$ cat config.mk
export PLATFORM = sky130hd
export DESIGN_NAME = read_only_stage
export DESIGN_NICKNAME = d
export VERILOG_FILES = /design/src/ro_mem_pkg.sv /design/src/ro_task_pkg.sv /design/src/free_list.sv /design/src/subtype_arbiter.sv /design/src/sssp_worker.sv /design/src/read_issuer.sv /design/src/resp_unpacker.sv /design/src/read_only_stage.sv
export SDC_FILE = /design/constraint.sdc
export NUM_CORES = 2
export LEC_CHECK = 0
export BUFFER_PORTS_ARGS = -buffer_cell sky130_fd_sc_hd__buf_2
export CAP_MARGIN = 20
export CORE_MARGIN = 5
export CORE_UTILIZATION = 30
export CTS_CLUSTER_SIZE = 8
export DETAILED_ROUTE_END_ITERATION = 7
export MAX_ROUTING_LAYER = met4
export PLACE_DENSITY = 0.54
export SYNTH_ARGS = -nofsm -noshare
export SYNTH_HDL_FRONTEND = slang
export SYNTH_SLANG_ARGS = --single-unit
$ cat constraint.sdc
create_clock -name clk -period 27 [get_ports clk]
set_clock_uncertainty 0.15 [all_clocks]
set_input_delay 5.4 -clock clk [delete_from_list [all_inputs] [get_ports clk]]
set_output_delay 5.4 -clock clk [all_outputs]
set_load 0.02 [all_outputs]
$ cat src/ro_mem_pkg.sv
`default_nettype none

package ro_mem_pkg;

   localparam int WORD_BITS  = 32;
   localparam int LINE_WORDS = 16;
   localparam int LINE_BITS  = WORD_BITS * LINE_WORDS;
   localparam int ADDR_BITS  = 32;
   localparam int N_TAGS     = 8;
   localparam int N_THREADS  = 8;

   typedef logic [$clog2(N_TAGS)-1:0]    tag_t;
   typedef logic [$clog2(N_THREADS)-1:0] thread_t;
   typedef logic [LINE_WORDS-1:0]        word_mask_t;
   typedef logic [7:0]                   word_count_t;

   // configuration strobe addresses, write only
   typedef logic [7:0] cfg_addr_t;
   localparam cfg_addr_t OFFSET_BASE_ADDR   = 8'h10;
   localparam cfg_addr_t NEIGHBOR_BASE_ADDR = 8'h14;

   // items minus one -> words, every item is 64 bits
   function automatic word_count_t burst_words(word_count_t len);
      return word_count_t'({len, 1'b0} + 9'd2);
   endfunction

endpackage

`default_nettype wire

$ cat src/ro_task_pkg.sv
`default_nettype none

package ro_task_pkg;

   localparam int N_SUBTYPES = 3;

   typedef logic [1:0] subtype_t;

   localparam subtype_t SUB_VERTEX = 2'd0;
   localparam subtype_t SUB_RANGE  = 2'd1;
   localparam subtype_t SUB_RELAX  = 2'd2;

   typedef struct packed {
      logic [31:0] ts;
      logic [31:0] locale;
   } task_t;

   // subtype 1 view: pair of offsets into the neighbor table
   typedef struct packed {
      logic [31:0] end_off;
      logic [31:0] start_off;
   } range_t;

   // subtype 2 view: one neighbor record
   typedef struct packed {
      logic [31:0] weight;
      logic [31:0] neighbor;
   } edge_t;

   typedef union packed {
      range_t offsets;
      edge_t  link;
   } task_data_u;

endpackage

`default_nettype wire

$ cat src/free_list.sv
`default_nettype none

module free_list #(
   parameter int LOG_DEPTH = 3
) (
   input  wire                  clk,
   input  wire                  rstn,
   input  wire                  wr_en,
   input  wire [LOG_DEPTH-1:0]  wr_data,
   input  wire                  rd_en,
   output logic [LOG_DEPTH-1:0] rd_data,
   output logic                 empty,
   output logic                 full
);

   logic [LOG_DEPTH-1:0] slots [2**LOG_DEPTH];
   logic [LOG_DEPTH-1:0] rd_ptr;
   logic [LOG_DEPTH-1:0] wr_ptr;
   logic [LOG_DEPTH:0]   count;

   always_ff @(posedge clk) begin
      if (!rstn) begin
         rd_ptr <= '0;
         wr_ptr <= '0;
         count <= {1'b1, {LOG_DEPTH{1'b0}}};  // every index present
         for (int i = 0; i < 2**LOG_DEPTH; i++) begin
            slots[i] <= i[LOG_DEPTH-1:0];
         end
      end else begin
         if (wr_en) begin
            slots[wr_ptr] <= wr_data;
            wr_ptr <= wr_ptr + 1'b1;
         end
         if (rd_en) begin
            rd_ptr <= rd_ptr + 1'b1;
         end
         if (wr_en & !rd_en) count <= count + 1'b1;
         else if (rd_en & !wr_en) count <= count - 1'b1;
      end
   end

   assign rd_data = slots[rd_ptr];
   assign empty = (count == '0);
   assign full = count[LOG_DEPTH];

endmodule

`default_nettype wire

$ cat src/subtype_arbiter.sv
`default_nettype none

module subtype_arbiter (
   input  wire [ro_task_pkg::N_SUBTYPES-1:0]                        task_in_valid,
   output logic [ro_task_pkg::N_SUBTYPES-1:0]                       task_in_ready,
   input  wire ro_task_pkg::task_t [ro_task_pkg::N_SUBTYPES-1:0]     in_task,
   input  wire ro_task_pkg::task_data_u [ro_task_pkg::N_SUBTYPES-1:0] in_data,
   input  wire [ro_task_pkg::N_SUBTYPES-1:0]                        in_last,

   output logic                   grant_valid,
   input  wire                    grant_ready,
   output ro_task_pkg::task_t     grant_task,
   output ro_task_pkg::task_data_u grant_data,
   output ro_task_pkg::subtype_t  grant_subtype,
   output logic                   grant_last
);
   import ro_task_pkg::*;

   always_comb begin
      grant_valid = 1'b0;
      grant_subtype = SUB_VERTEX;
      for (int i = 0; i < N_SUBTYPES; i++) begin
         if (task_in_valid[i]) begin  // later hits win, so highest subtype
            grant_valid = 1'b1;
            grant_subtype = subtype_t'(i);
         end
      end
      grant_task = in_task[grant_subtype];
      grant_data = in_data[grant_subtype];
      grant_last = in_last[grant_subtype];
      task_in_ready = '0;
      task_in_ready[grant_subtype] = grant_valid & grant_ready;
   end

endmodule

`default_nettype wire

$ cat src/sssp_worker.sv
`default_nettype none

module sssp_worker (
   input  wire                      clk,
   input  wire                      rstn,

   input  wire                      grant_valid,
   output logic                     grant_ready,
   input  wire ro_task_pkg::task_t   grant_task,
   input  wire ro_task_pkg::task_data_u grant_data,
   input  wire ro_task_pkg::subtype_t grant_subtype,
   input  wire                      grant_last,

   input  wire                      cfg_wvalid,
   input  wire ro_mem_pkg::cfg_addr_t cfg_waddr,
   input  wire [ro_mem_pkg::WORD_BITS-1:0] cfg_wdata,

   output logic                     req_valid,
   input  wire                      req_ready,
   output logic [ro_mem_pkg::ADDR_BITS-1:0] req_addr,
   output ro_mem_pkg::word_count_t  req_len,
   output ro_task_pkg::task_t       resp_task,
   output ro_task_pkg::subtype_t    resp_subtype,
   output logic                     resp_mark_last,

   output logic                     child_valid,
   input  wire                      child_ready,
   output ro_task_pkg::task_t       child_task
);
   import ro_mem_pkg::*;
   import ro_task_pkg::*;

   logic [ADDR_BITS-1:0] offset_base;
   logic [ADDR_BITS-1:0] neighbor_base;
   logic [WORD_BITS-1:0] n_items;
   logic                 child_out_valid;
   logic                 child_out_ready;
   task_t                child_out_task;

   assign resp_task = grant_task;  // every response pair becomes a task carrying this
   assign n_items = grant_data.offsets.end_off - grant_data.offsets.start_off;
   assign child_out_ready = !child_valid | child_ready;

   always_comb begin
      req_valid = 1'b0;
      req_addr = offset_base + (grant_task.locale << 2);
      req_len = '0;
      resp_subtype = SUB_RANGE;
      resp_mark_last = 1'b0;
      child_out_valid = 1'b0;
      child_out_task.locale = grant_data.link.neighbor;
      child_out_task.ts = grant_task.ts + grant_data.link.weight;
      case (grant_subtype)
         SUB_VERTEX: req_valid = grant_valid;  // offset[L] and offset[L+1]
         SUB_RANGE: begin
            req_valid = grant_valid & (n_items != '0);  // empty range retires here
            req_addr = neighbor_base + (grant_data.offsets.start_off << 3);
            req_len = word_count_t'(n_items - 1);
            resp_subtype = SUB_RELAX;
            resp_mark_last = grant_last;
         end
         SUB_RELAX: child_out_valid = grant_valid;
         default: ;
      endcase
      grant_ready = (!req_valid | req_ready) & (!child_out_valid | child_out_ready);
   end

   always_ff @(posedge clk) begin
      if (!rstn) begin
         offset_base <= '0;
         neighbor_base <= '0;
      end else if (cfg_wvalid) begin
         case (cfg_waddr)
            OFFSET_BASE_ADDR:   offset_base <= cfg_wdata << 2;  // word index to bytes
            NEIGHBOR_BASE_ADDR: neighbor_base <= cfg_wdata << 2;
            default: ;
         endcase
      end
   end

   always_ff @(posedge clk) begin
      if (!rstn) begin
         child_valid <= 1'b0;
      end else if (child_out_valid & child_out_ready) begin
         child_valid <= 1'b1;
      end else if (child_ready) begin
         child_valid <= 1'b0;
      end
   end

   always_ff @(posedge clk) begin
      if (child_out_valid & child_out_ready) begin
         child_task <= child_out_task;
      end
   end

endmodule

`default_nettype wire

$ cat src/read_issuer.sv
`default_nettype none

module read_issuer (
   input  wire                      clk,
   input  wire                      rstn,

   input  wire                      req_valid,
   output logic                     req_ready,
   input  wire [ro_mem_pkg::ADDR_BITS-1:0] req_addr,
   input  wire ro_mem_pkg::word_count_t req_len,
   input  wire ro_mem_pkg::thread_t new_thread,
   input  wire                      thread_empty,

   output logic                     arvalid,
   input  wire                      arready,
   output logic [ro_mem_pkg::ADDR_BITS-1:0] araddr,
   output ro_mem_pkg::tag_t         arid,

   input  wire                      rvalid,
   input  wire                      rready,
   input  wire ro_mem_pkg::tag_t     rid,
   output ro_mem_pkg::thread_t      tag_thread,
   output ro_mem_pkg::word_mask_t   tag_mask
);
   import ro_mem_pkg::*;

   logic                 busy;
   logic [ADDR_BITS-1:0] cur_addr;
   word_count_t          words_left;
   thread_t              cur_thread;
   logic [4:0]           room;
   logic [4:0]           piece_words;
   logic                 last_piece;
   word_mask_t           piece_mask;
   logic                 tag_empty;
   logic                 ar_fire;
   logic                 req_fire;
   thread_t              tag_thread_mem [N_TAGS];
   word_mask_t           tag_mask_mem [N_TAGS];

   // words until the end of the current 64-byte line
   assign room = 5'(LINE_WORDS) - {1'b0, cur_addr[5:2]};
   assign last_piece = (words_left <= {3'b000, room});
   assign piece_words = last_piece ? words_left[4:0] : room;

   always_comb begin
      for (int i = 0; i < LINE_WORDS; i++) begin
         piece_mask[i] = (5'(i) >= {1'b0, cur_addr[5:2]}) &&
                         (5'(i) < ({1'b0, cur_addr[5:2]} + piece_words));
      end
   end

   assign arvalid = busy & !tag_empty;
   assign araddr = cur_addr;
   assign ar_fire = arvalid & arready;
   assign req_ready = !thread_empty & (!busy | (ar_fire & last_piece));
   assign req_fire = req_valid & req_ready;

   always_ff @(posedge clk) begin
      if (!rstn) begin
         busy <= 1'b0;
      end else if (req_fire) begin
         busy <= 1'b1;
      end else if (ar_fire & last_piece) begin
         busy <= 1'b0;
      end
   end

   always_ff @(posedge clk) begin
      if (req_fire) begin
         cur_addr <= req_addr;
         words_left <= burst_words(req_len);
         cur_thread <= new_thread;
      end else if (ar_fire) begin
         cur_addr <= cur_addr + ADDR_BITS'({piece_words, 2'b00});  // next piece is line aligned
         words_left <= words_left - word_count_t'(piece_words);
      end
   end

   always_ff @(posedge clk) begin
      if (ar_fire) begin
         tag_thread_mem[arid] <= cur_thread;
         tag_mask_mem[arid] <= piece_mask;
      end
   end

   // looked up while rvalid is up, registered by the unpacker
   assign tag_thread = tag_thread_mem[rid];
   assign tag_mask = tag_mask_mem[rid];

   free_list #(
      .LOG_DEPTH($clog2(N_TAGS))
   ) tag_list (
      .clk     (clk),
      .rstn    (rstn),
      .wr_en   (rvalid & rready),
      .wr_data (rid),
      .rd_en   (ar_fire),
      .rd_data (arid),
      .empty   (tag_empty),
      .full    ()
   );

endmodule

`default_nettype wire

$ cat src/resp_unpacker.sv
`default_nettype none

module resp_unpacker (
   input  wire                      clk,
   input  wire                      rstn,

   input  wire                      accept_valid,
   input  wire ro_mem_pkg::thread_t  accept_thread,
   input  wire ro_task_pkg::task_t   resp_task,
   input  wire ro_task_pkg::subtype_t resp_subtype,
   input  wire                      resp_mark_last,
   input  wire ro_mem_pkg::word_count_t req_len,

   input  wire                      rvalid,
   output logic                     rready,
   input  wire [ro_mem_pkg::LINE_BITS-1:0] rdata,
   input  wire ro_mem_pkg::thread_t  tag_thread,
   input  wire ro_mem_pkg::word_mask_t tag_mask,

   output logic                     out_valid,
   input  wire                      out_ready,
   output ro_task_pkg::task_t       out_task,
   output ro_task_pkg::subtype_t    out_subtype,
   output ro_task_pkg::task_data_u  out_data,
   output logic                     out_last,

   output logic                     thread_free_valid,
   output ro_mem_pkg::thread_t      thread_free
);
   import ro_mem_pkg::*;
   import ro_task_pkg::*;

   // per thread context
   task_t                ctx_task [N_THREADS];
   subtype_t             ctx_subtype [N_THREADS];
   logic                 ctx_mark_last [N_THREADS];
   word_count_t          remaining [N_THREADS];
   logic [WORD_BITS-1:0] saved_word [N_THREADS];  // lone word of a straddling pair

   logic                 beat_valid;
   logic [LINE_BITS-1:0] beat_data;
   thread_t              beat_thread;
   word_mask_t           beat_mask;
   word_mask_t           next_mask;
   logic [3:0]           word_id;
   logic [3:0]           word_id_nx;
   logic [WORD_BITS-1:0] word_lo;
   logic [WORD_BITS-1:0] word_hi;
   word_count_t          rem;
   logic                 pair;
   logic                 is_last;
   logic                 emit;
   logic                 advance;

   always_comb begin
      word_id = '0;
      for (int i = LINE_WORDS - 1; i >= 0; i--) begin
         if (beat_mask[i]) word_id = i[3:0];  // lowest valid word
      end
   end

   assign word_id_nx = word_id + 4'd1;
   assign word_lo = beat_data[word_id * WORD_BITS +: WORD_BITS];
   assign word_hi = beat_data[word_id_nx * WORD_BITS +: WORD_BITS];
   assign rem = remaining[beat_thread];

   assign pair = !rem[0] & (word_id != 4'(LINE_WORDS - 1)) & beat_mask[word_id_nx];
   assign is_last = pair ? (rem == 8'd2) : (rem == 8'd1);
   assign emit = pair | rem[0];  // an odd count left means a saved word waits for this one
   assign advance = beat_valid & (!emit | out_ready);

   assign rready = !beat_valid;
   assign out_valid = beat_valid & emit;
   assign out_task = ctx_task[beat_thread];
   assign out_subtype = ctx_subtype[beat_thread];
   assign out_last = is_last & ctx_mark_last[beat_thread];
   assign thread_free_valid = out_valid & out_ready & is_last;
   assign thread_free = beat_thread;

   always_comb begin
      if (pair) begin
         out_data = task_data_u'({word_hi, word_lo});
      end else if (word_id == '0) begin
         out_data = task_data_u'({word_lo, saved_word[beat_thread]});  // low half came earlier
      end else begin
         out_data = task_data_u'({saved_word[beat_thread], word_lo});
      end
   end

   always_comb begin
      next_mask = beat_mask;
      next_mask[word_id] = 1'b0;
      if (pair) next_mask[word_id_nx] = 1'b0;
   end

   always_ff @(posedge clk) begin
      if (!rstn) begin
         beat_valid <= 1'b0;
      end else if (rvalid & rready) begin
         beat_valid <= 1'b1;
      end else if (advance & (next_mask == '0)) begin
         beat_valid <= 1'b0;
      end
   end

   always_ff @(posedge clk) begin
      if (rvalid & rready) begin
         beat_data <= rdata;
         beat_thread <= tag_thread;
         beat_mask <= tag_mask;
      end else if (advance) begin
         beat_mask <= next_mask;
      end
      if (advance & !pair) begin
         saved_word[beat_thread] <= word_lo;
      end
   end

   always_ff @(posedge clk) begin
      if (accept_valid) begin
         ctx_task[accept_thread] <= resp_task;
         ctx_subtype[accept_thread] <= resp_subtype;
         ctx_mark_last[accept_thread] <= resp_mark_last;
         remaining[accept_thread] <= burst_words(req_len);
      end
      if (advance) begin  // never the thread just accepted, it has no reads yet
         remaining[beat_thread] <= rem - (pair ? 8'd2 : 8'd1);
      end
   end

endmodule

`default_nettype wire

$ cat src/read_only_stage.sv
`default_nettype none

module read_only_stage (
   input  wire                      clk,
   input  wire                      rstn,

   input  wire [ro_task_pkg::N_SUBTYPES-1:0]                         task_in_valid,
   output logic [ro_task_pkg::N_SUBTYPES-1:0]                        task_in_ready,
   input  wire ro_task_pkg::task_t [ro_task_pkg::N_SUBTYPES-1:0]      in_task,
   input  wire ro_task_pkg::task_data_u [ro_task_pkg::N_SUBTYPES-1:0] in_data,
   input  wire [ro_task_pkg::N_SUBTYPES-1:0]                         in_last,

   input  wire                      cfg_wvalid,
   input  wire ro_mem_pkg::cfg_addr_t cfg_waddr,
   input  wire [ro_mem_pkg::WORD_BITS-1:0] cfg_wdata,

   output logic                     arvalid,
   input  wire                      arready,
   output logic [ro_mem_pkg::ADDR_BITS-1:0] araddr,
   output ro_mem_pkg::tag_t         arid,

   input  wire                      rvalid,
   output logic                     rready,
   input  wire ro_mem_pkg::tag_t     rid,
   input  wire [ro_mem_pkg::LINE_BITS-1:0] rdata,

   output logic                     out_valid,
   input  wire                      out_ready,
   output ro_task_pkg::task_t       out_task,
   output ro_task_pkg::subtype_t    out_subtype,
   output ro_task_pkg::task_data_u  out_data,
   output logic                     out_last,

   output logic                     child_valid,
   input  wire                      child_ready,
   output ro_task_pkg::task_t       child_task,

   output logic                     idle  // every thread back in the free list
);
   import ro_mem_pkg::*;
   import ro_task_pkg::*;

   logic                 grant_valid;
   logic                 grant_ready;
   task_t                grant_task;
   task_data_u           grant_data;
   subtype_t             grant_subtype;
   logic                 grant_last;

   logic                 req_valid;
   logic                 req_ready;
   logic [ADDR_BITS-1:0] req_addr;
   word_count_t          req_len;
   task_t                resp_task;
   subtype_t             resp_subtype;
   logic                 resp_mark_last;

   thread_t              new_thread;
   logic                 thread_empty;
   thread_t              tag_thread;
   word_mask_t           tag_mask;
   logic                 thread_free_valid;
   thread_t              thread_free;

   subtype_arbiter arbiter (
      .task_in_valid (task_in_valid),
      .task_in_ready (task_in_ready),
      .in_task       (in_task),
      .in_data       (in_data),
      .in_last       (in_last),
      .grant_valid   (grant_valid),
      .grant_ready   (grant_ready),
      .grant_task    (grant_task),
      .grant_data    (grant_data),
      .grant_subtype (grant_subtype),
      .grant_last    (grant_last)
   );

   sssp_worker worker (
      .clk            (clk),
      .rstn           (rstn),
      .grant_valid    (grant_valid),
      .grant_ready    (grant_ready),
      .grant_task     (grant_task),
      .grant_data     (grant_data),
      .grant_subtype  (grant_subtype),
      .grant_last     (grant_last),
      .cfg_wvalid     (cfg_wvalid),
      .cfg_waddr      (cfg_waddr),
      .cfg_wdata      (cfg_wdata),
      .req_valid      (req_valid),
      .req_ready      (req_ready),
      .req_addr       (req_addr),
      .req_len        (req_len),
      .resp_task      (resp_task),
      .resp_subtype   (resp_subtype),
      .resp_mark_last (resp_mark_last),
      .child_valid    (child_valid),
      .child_ready    (child_ready),
      .child_task     (child_task)
   );

   read_issuer issuer (
      .clk          (clk),
      .rstn         (rstn),
      .req_valid    (req_valid),
      .req_ready    (req_ready),
      .req_addr     (req_addr),
      .req_len      (req_len),
      .new_thread   (new_thread),
      .thread_empty (thread_empty),
      .arvalid      (arvalid),
      .arready      (arready),
      .araddr       (araddr),
      .arid         (arid),
      .rvalid       (rvalid),
      .rready       (rready),
      .rid          (rid),
      .tag_thread   (tag_thread),
      .tag_mask     (tag_mask)
   );

   resp_unpacker unpacker (
      .clk               (clk),
      .rstn              (rstn),
      .accept_valid      (req_valid & req_ready),
      .accept_thread     (new_thread),
      .resp_task         (resp_task),
      .resp_subtype      (resp_subtype),
      .resp_mark_last    (resp_mark_last),
      .req_len           (req_len),
      .rvalid            (rvalid),
      .rready            (rready),
      .rdata             (rdata),
      .tag_thread        (tag_thread),
      .tag_mask          (tag_mask),
      .out_valid         (out_valid),
      .out_ready         (out_ready),
      .out_task          (out_task),
      .out_subtype       (out_subtype),
      .out_data          (out_data),
      .out_last          (out_last),
      .thread_free_valid (thread_free_valid),
      .thread_free       (thread_free)
   );

   // one thread per accepted read, returned by its last pair
   free_list #(
      .LOG_DEPTH($clog2(N_THREADS))
   ) thread_list (
      .clk     (clk),
      .rstn    (rstn),
      .wr_en   (thread_free_valid),
      .wr_data (thread_free),
      .rd_en   (req_valid & req_ready),
      .rd_data (new_thread),
      .empty   (thread_empty),
      .full    (idle)
   );

endmodule

`default_nettype wire

==> impl_metrics.prom <==
# TYPE chip_impl_metric gauge
chip_impl_info{name="critPathKind",value="in2out"} 1
chip_impl_metric{name="clk_latency",unit="ps"} 850
chip_impl_metric{name="post_cts_hold_buffer_count",unit=""} 0
chip_impl_metric{name="grt.overflow.total",unit=""} 0
chip_impl_info{name="postSynth.topFlopCell",value="sky130_fd_sc_hd__edfxtp_1"} 1
chip_impl_metric{name="total_nets_final",unit=""} 8681
chip_impl_metric{name="worst-path-buf-inv",unit=""} 4
chip_impl_metric{name="total_leakage_power",unit="nW"} 37.3
chip_impl_info{name="cts-root-buf",value="sky130_fd_sc_hd__clkbuf_16"} 1
chip_impl_metric{name="ctsLongestPathBuffers",unit=""} 4
chip_impl_metric{name="first_global_vias",unit=""} 60500
chip_impl_info{name="cp-end-kind",value="primary output"} 1
chip_impl_metric{name="critical_path_peak_fanout",unit=""} 40
chip_impl_metric{name="synth-compound-area-share",unit="%"} 10.8
chip_impl_metric{name="cell_count_after_synthesis",unit=""} 6317
chip_impl_info{name="cells_along_the_critical_path",value="clkbuf_8, buf_4, mux2i_1, o21ai_0, ha_1, nand2_1, o41a_2, a21o_1, a211oi_1, o21ai_0, a221oi_1, o2111ai_1, or4_4, nor4_4, buf_4, nor2_1, nor2_1, buf_2"} 1
chip_impl_metric{name="final.setup.tns",unit="ps"} 0
chip_impl_info{name="grt_setup_unrepaired",value="false"} 1
chip_impl_metric{name="synth_mux_area_share",unit="%"} 8.98
chip_impl_info{name="synthDominantAreaCellType",value="sky130_fd_sc_hd__edfxtp_1"} 1
chip_impl_metric{name="max_cap_viol_count",unit=""} 0
chip_impl_metric{name="timing.slew.headroom",unit="%"} 20.7
chip_impl_metric{name="total_via_count_after_detailed_routing",unit=""} 62100
chip_impl_info{name="final_common_cell",value="sky130_fd_sc_hd__edfxtp_1"} 1
chip_impl_metric{name="syn_avg_cell_area",unit="um^2"} 13.2
chip_impl_metric{name="ys_ff_latch",unit=""} 1781
chip_impl_metric{name="die_width",unit="um"} 537
chip_impl_metric{name="yosys.cell_types.count",unit=""} 100
chip_impl_metric{name="cp_slowest_stage_delay",unit="ps"} 870
chip_impl_metric{name="finalSetupViolCount",unit=""} 0
chip_impl_metric{name="grt_max_degree",unit=""} 178
chip_impl_info{name="hold_path.class",value="reg2reg"} 1
chip_impl_metric{name="clk_transition_reported_paths",unit="ps"} 50
chip_impl_metric{name="placementRows",unit=""} 193
chip_impl_metric{name="postRouteAntennaNets",unit=""} 1
chip_impl_metric{name="edff_count_synth",unit=""} 1692
chip_impl_metric{name="die_ht",unit="um"} 537
chip_impl_metric{name="drt_drc_violations_left",unit=""} 0
chip_impl_metric{name="post-cts-setup-buffers",unit=""} 0
chip_impl_metric{name="finalWorstSetupSlack",unit="ps"} 9580
chip_impl_metric{name="wire_per_inst",unit="um"} 30.0
chip_impl_info{name="mostFrequentLayoutCells",value="sky130_fd_sc_hd__edfxtp_1, sky130_fd_sc_hd__buf_2, sky130_fd_sc_hd__nand2_1, sky130_fd_sc_hd__a22oi_1, sky130_fd_sc_hd__nand3_1"} 1
chip_impl_metric{name="final_critical_delay_including_setup_and_external_delays",unit="ps"} 17420
chip_impl_metric{name="track_usage",unit="%"} 23.5
chip_impl_metric{name="layout_worst_path_cycle_share",unit="%"} 64.5
chip_impl_metric{name="share_of_async_settable_or_async_resettable_flops_after_synthesis",unit="%"} 0
chip_impl_metric{name="worst_pin_slew",unit="ps"} 1180
chip_impl_info{name="slowest_stage_cell_cp",value="sky130_fd_sc_hd__o21ai_0"} 1
chip_impl_metric{name="final_hpwl_from_detailed_placement",unit="um"} 252000
chip_impl_metric{name="placement.setup.worst_slack",unit="ps"} 9780
chip_impl_metric{name="post_synth_fa_ha_maj_area_fraction",unit="%"} 2.49
chip_impl_metric{name="synth_simple_gate_area_share",unit="%"} 10.6
chip_impl_metric{name="wire_length_of_the_first_global_routing_pass",unit="um"} 470000
chip_impl_info{name="cts_tree",value="done"} 1
chip_impl_metric{name="drtPass1Iterations",unit=""} 8
chip_impl_info{name="status",value="finished, violations left"} 1
chip_impl_metric{name="ir_worst_vdd",unit="V"} 0.0000629
chip_impl_metric{name="io_buffers",unit=""} 1183
chip_impl_metric{name="layout.core_utilization",unit="%"} 36.8
chip_impl_metric{name="routabilityCongestion",unit=""} 0.975
chip_impl_metric{name="final_hold_viol_count",unit=""} 0
chip_impl_metric{name="r2r_setup_slack",unit="ps"} 17950
chip_impl_metric{name="floorplan.initialDensity",unit="%"} 30.1
chip_impl_metric{name="vias_per_cell",unit=""} 5.41
chip_impl_metric{name="cts_max_level",unit=""} 5
chip_impl_metric{name="cts_sinks",unit=""} 1781
chip_impl_metric{name="drt_iter0_drc",unit=""} 6358
chip_impl_metric{name="die_area",unit="mm^2"} 0.288
chip_impl_metric{name="floorplan.core_area",unit="mm^2"} 0.276
chip_impl_metric{name="yosys.area.top_type_share",unit="%"} 61.0
chip_impl_metric{name="arrival",unit="ps"} 11870
chip_impl_metric{name="cts_made_buffers",unit=""} 268
chip_impl_metric{name="boundary_pins",unit=""} 1190
chip_impl_info{name="timing.critical_path.max_delay_family",value="compound AO/OA/AOI/OAI gates"} 1
chip_impl_info{name="synth.top_cells.by_area",value="sky130_fd_sc_hd__edfxtp_1, sky130_fd_sc_hd__mux4_2, sky130_fd_sc_hd__a22oi_1"} 1
chip_impl_info{name="synth_top_family_by_area",value="compound AO/OA/AOI/OAI gates"} 1
chip_impl_metric{name="power_density",unit="mW/mm^2"} 87.1
chip_impl_metric{name="achievable_frequency",unit="MHz"} 57.4
chip_impl_info{name="failed_checks",value="antenna violations"} 1
chip_impl_metric{name="post-layout-total-power",unit="mW"} 8.87
chip_impl_metric{name="synthesis.yosys.warnings",unit=""} 0
chip_impl_metric{name="grt_antenna_before_repair",unit=""} 171
chip_impl_metric{name="synth-seq-area-share",unit="%"} 63.2
chip_impl_metric{name="yosys.area_share.xor_xnor",unit="%"} 1.64
chip_impl_metric{name="layout_cell_share_with_drive_strength_beyond_1",unit="%"} 26.0
chip_impl_metric{name="area_growth",unit="%"} 22.3
chip_impl_metric{name="wl",unit="um"} 345000
chip_impl_metric{name="cts_resized",unit=""} 0
chip_impl_info{name="worst_setup_path_start_kind",value="input port"} 1
chip_impl_metric{name="maxSlewViolCount",unit=""} 0
chip_impl_metric{name="timing.critical_path.required",unit="ps"} 21450
chip_impl_metric{name="syn_area",unit="mm^2"} 0.0832
[final timing paths]
check	start	endpoint	cells past startpoint
setup / recovery	task_in_valid[1]	task_in_ready[1]	18
hold / removal	thread_list.rd_ptr[1]	flop	2
setup reg to reg	unpacker.beat_mask[15]	unpacker.saved_word[0][19]	20
hold reg to reg	thread_list.rd_ptr[1]	flop	2
[flip-flops by register name, indices dropped and copies added, names as in the netlist, 8 cells and up, named ones only]
register,cells
worker.offset_base,30
unpacker.ctx_mark_last,8
unpacker.saved_word,256
issuer.tag_list.slots,24
worker.neighbor_base,30
thread_list.slots,24
unpacker.beat_mask,16
unpacker.ctx_subtype,16
unpacker.ctx_task,512
issuer.tag_mask_mem,128
unpacker.remaining,64
issuer.words_left,8
unpacker.beat_data,512
issuer.tag_thread_mem,24
issuer.araddr,30
worker.child_task,64
[worst register-to-register path, stage by stage (launching register included)]
cell and delay, ps:
sky130_fd_sc_hd__edfxtp_1 470, sky130_fd_sc_hd__nor2b_1 170, sky130_fd_sc_hd__o21ai_0 80, sky130_fd_sc_hd__a21o_1 190
sky130_fd_sc_hd__a211oi_1 640, sky130_fd_sc_hd__a21oi_4 350, sky130_fd_sc_hd__inv_8 690, sky130_fd_sc_hd__ha_4 670
sky130_fd_sc_hd__buf_4 820, sky130_fd_sc_hd__mux4_2 710, sky130_fd_sc_hd__o32ai_1 410, sky130_fd_sc_hd__nor4_2 100
sky130_fd_sc_hd__buf_4 310, sky130_fd_sc_hd__inv_1 150, sky130_fd_sc_hd__buf_4 420, sky130_fd_sc_hd__ha_1 290
sky130_fd_sc_hd__nor2_1 60, sky130_fd_sc_hd__nor2_1 510, sky130_fd_sc_hd__nand2_1 680, sky130_fd_sc_hd__nor2_4 230
sky130_fd_sc_hd__buf_4 520
[cells in the mapped netlist (all sizes together) (7+ instances only)]
library cell / instances
a31oi: 61
a32oi: 7
xor2: 47
edfxtp: 1692
clkbuf: 304
a22oi: 451
nor4: 11
a21o: 54
mux4: 182
fa: 9
ha: 148
a2111oi: 12
a221oi: 10
nor2: 202
and3: 71
a22o: 20
nand2: 817
o211ai: 15
and2: 36
o21a: 41
buf: 80
nand2b: 44
nand3: 340
inv: 106
o21ai: 289
and4: 10
xnor2: 108
o21bai: 18
or3: 37
a21oi: 179
nor2b: 84
or2: 19
nand4: 114
o22ai: 17
mux2i: 281
dfxtp: 89
a21boi: 13
or4: 9
nor3: 66
mux2: 48
a211oi: 20
a311oi: 37
o31ai: 18
[layer usage]
metal	part of all wire, %	GRT usage (%)
met4	5.2	11.0
met5	0	-
met2	48	37.6
met1	38	28.5
met3	8.4	4.89
[through the flow]
step	instance area, um^2	cells	hold slack [ps]
2_1_floorplan	83300	6318	304
3_3_place_gp	94000	11000	324
3_5_place_dp	94100	11000	339
4_1_cts	101000	11400	335
5_1_grt	102000	11500	381
6_report	102000	11500	341
[layout make-up]
cell class	count	area, um^2
antenna	121	303
multi-input combinational	4042	29100
sequential	1781	52600
clock buffer	328	7070
inverter	111	439
timing repair buffer	1368	7410
clock inverter	24	317
tap	3705	4640
fill	26800	175000
[power by group]
part           total (mW)  switching, mW  internal, mW
Combinational        2.36           1.61         0.749
Sequential           3.49         0.0871          3.40
Clock                3.02           1.19          1.83
Total                8.87           2.89          5.98
[cell families after synthesis]
family | Yosys count
AOI/OAI and AO/OA | 1331
DFF | 1781
adders and majority gates | 161
xor gates and xnor gates | 155
other | 1
muxes | 511
buffers and inverters | 495
and+or+nand+nor | 1882
Power figures use the tool's default switching activity.
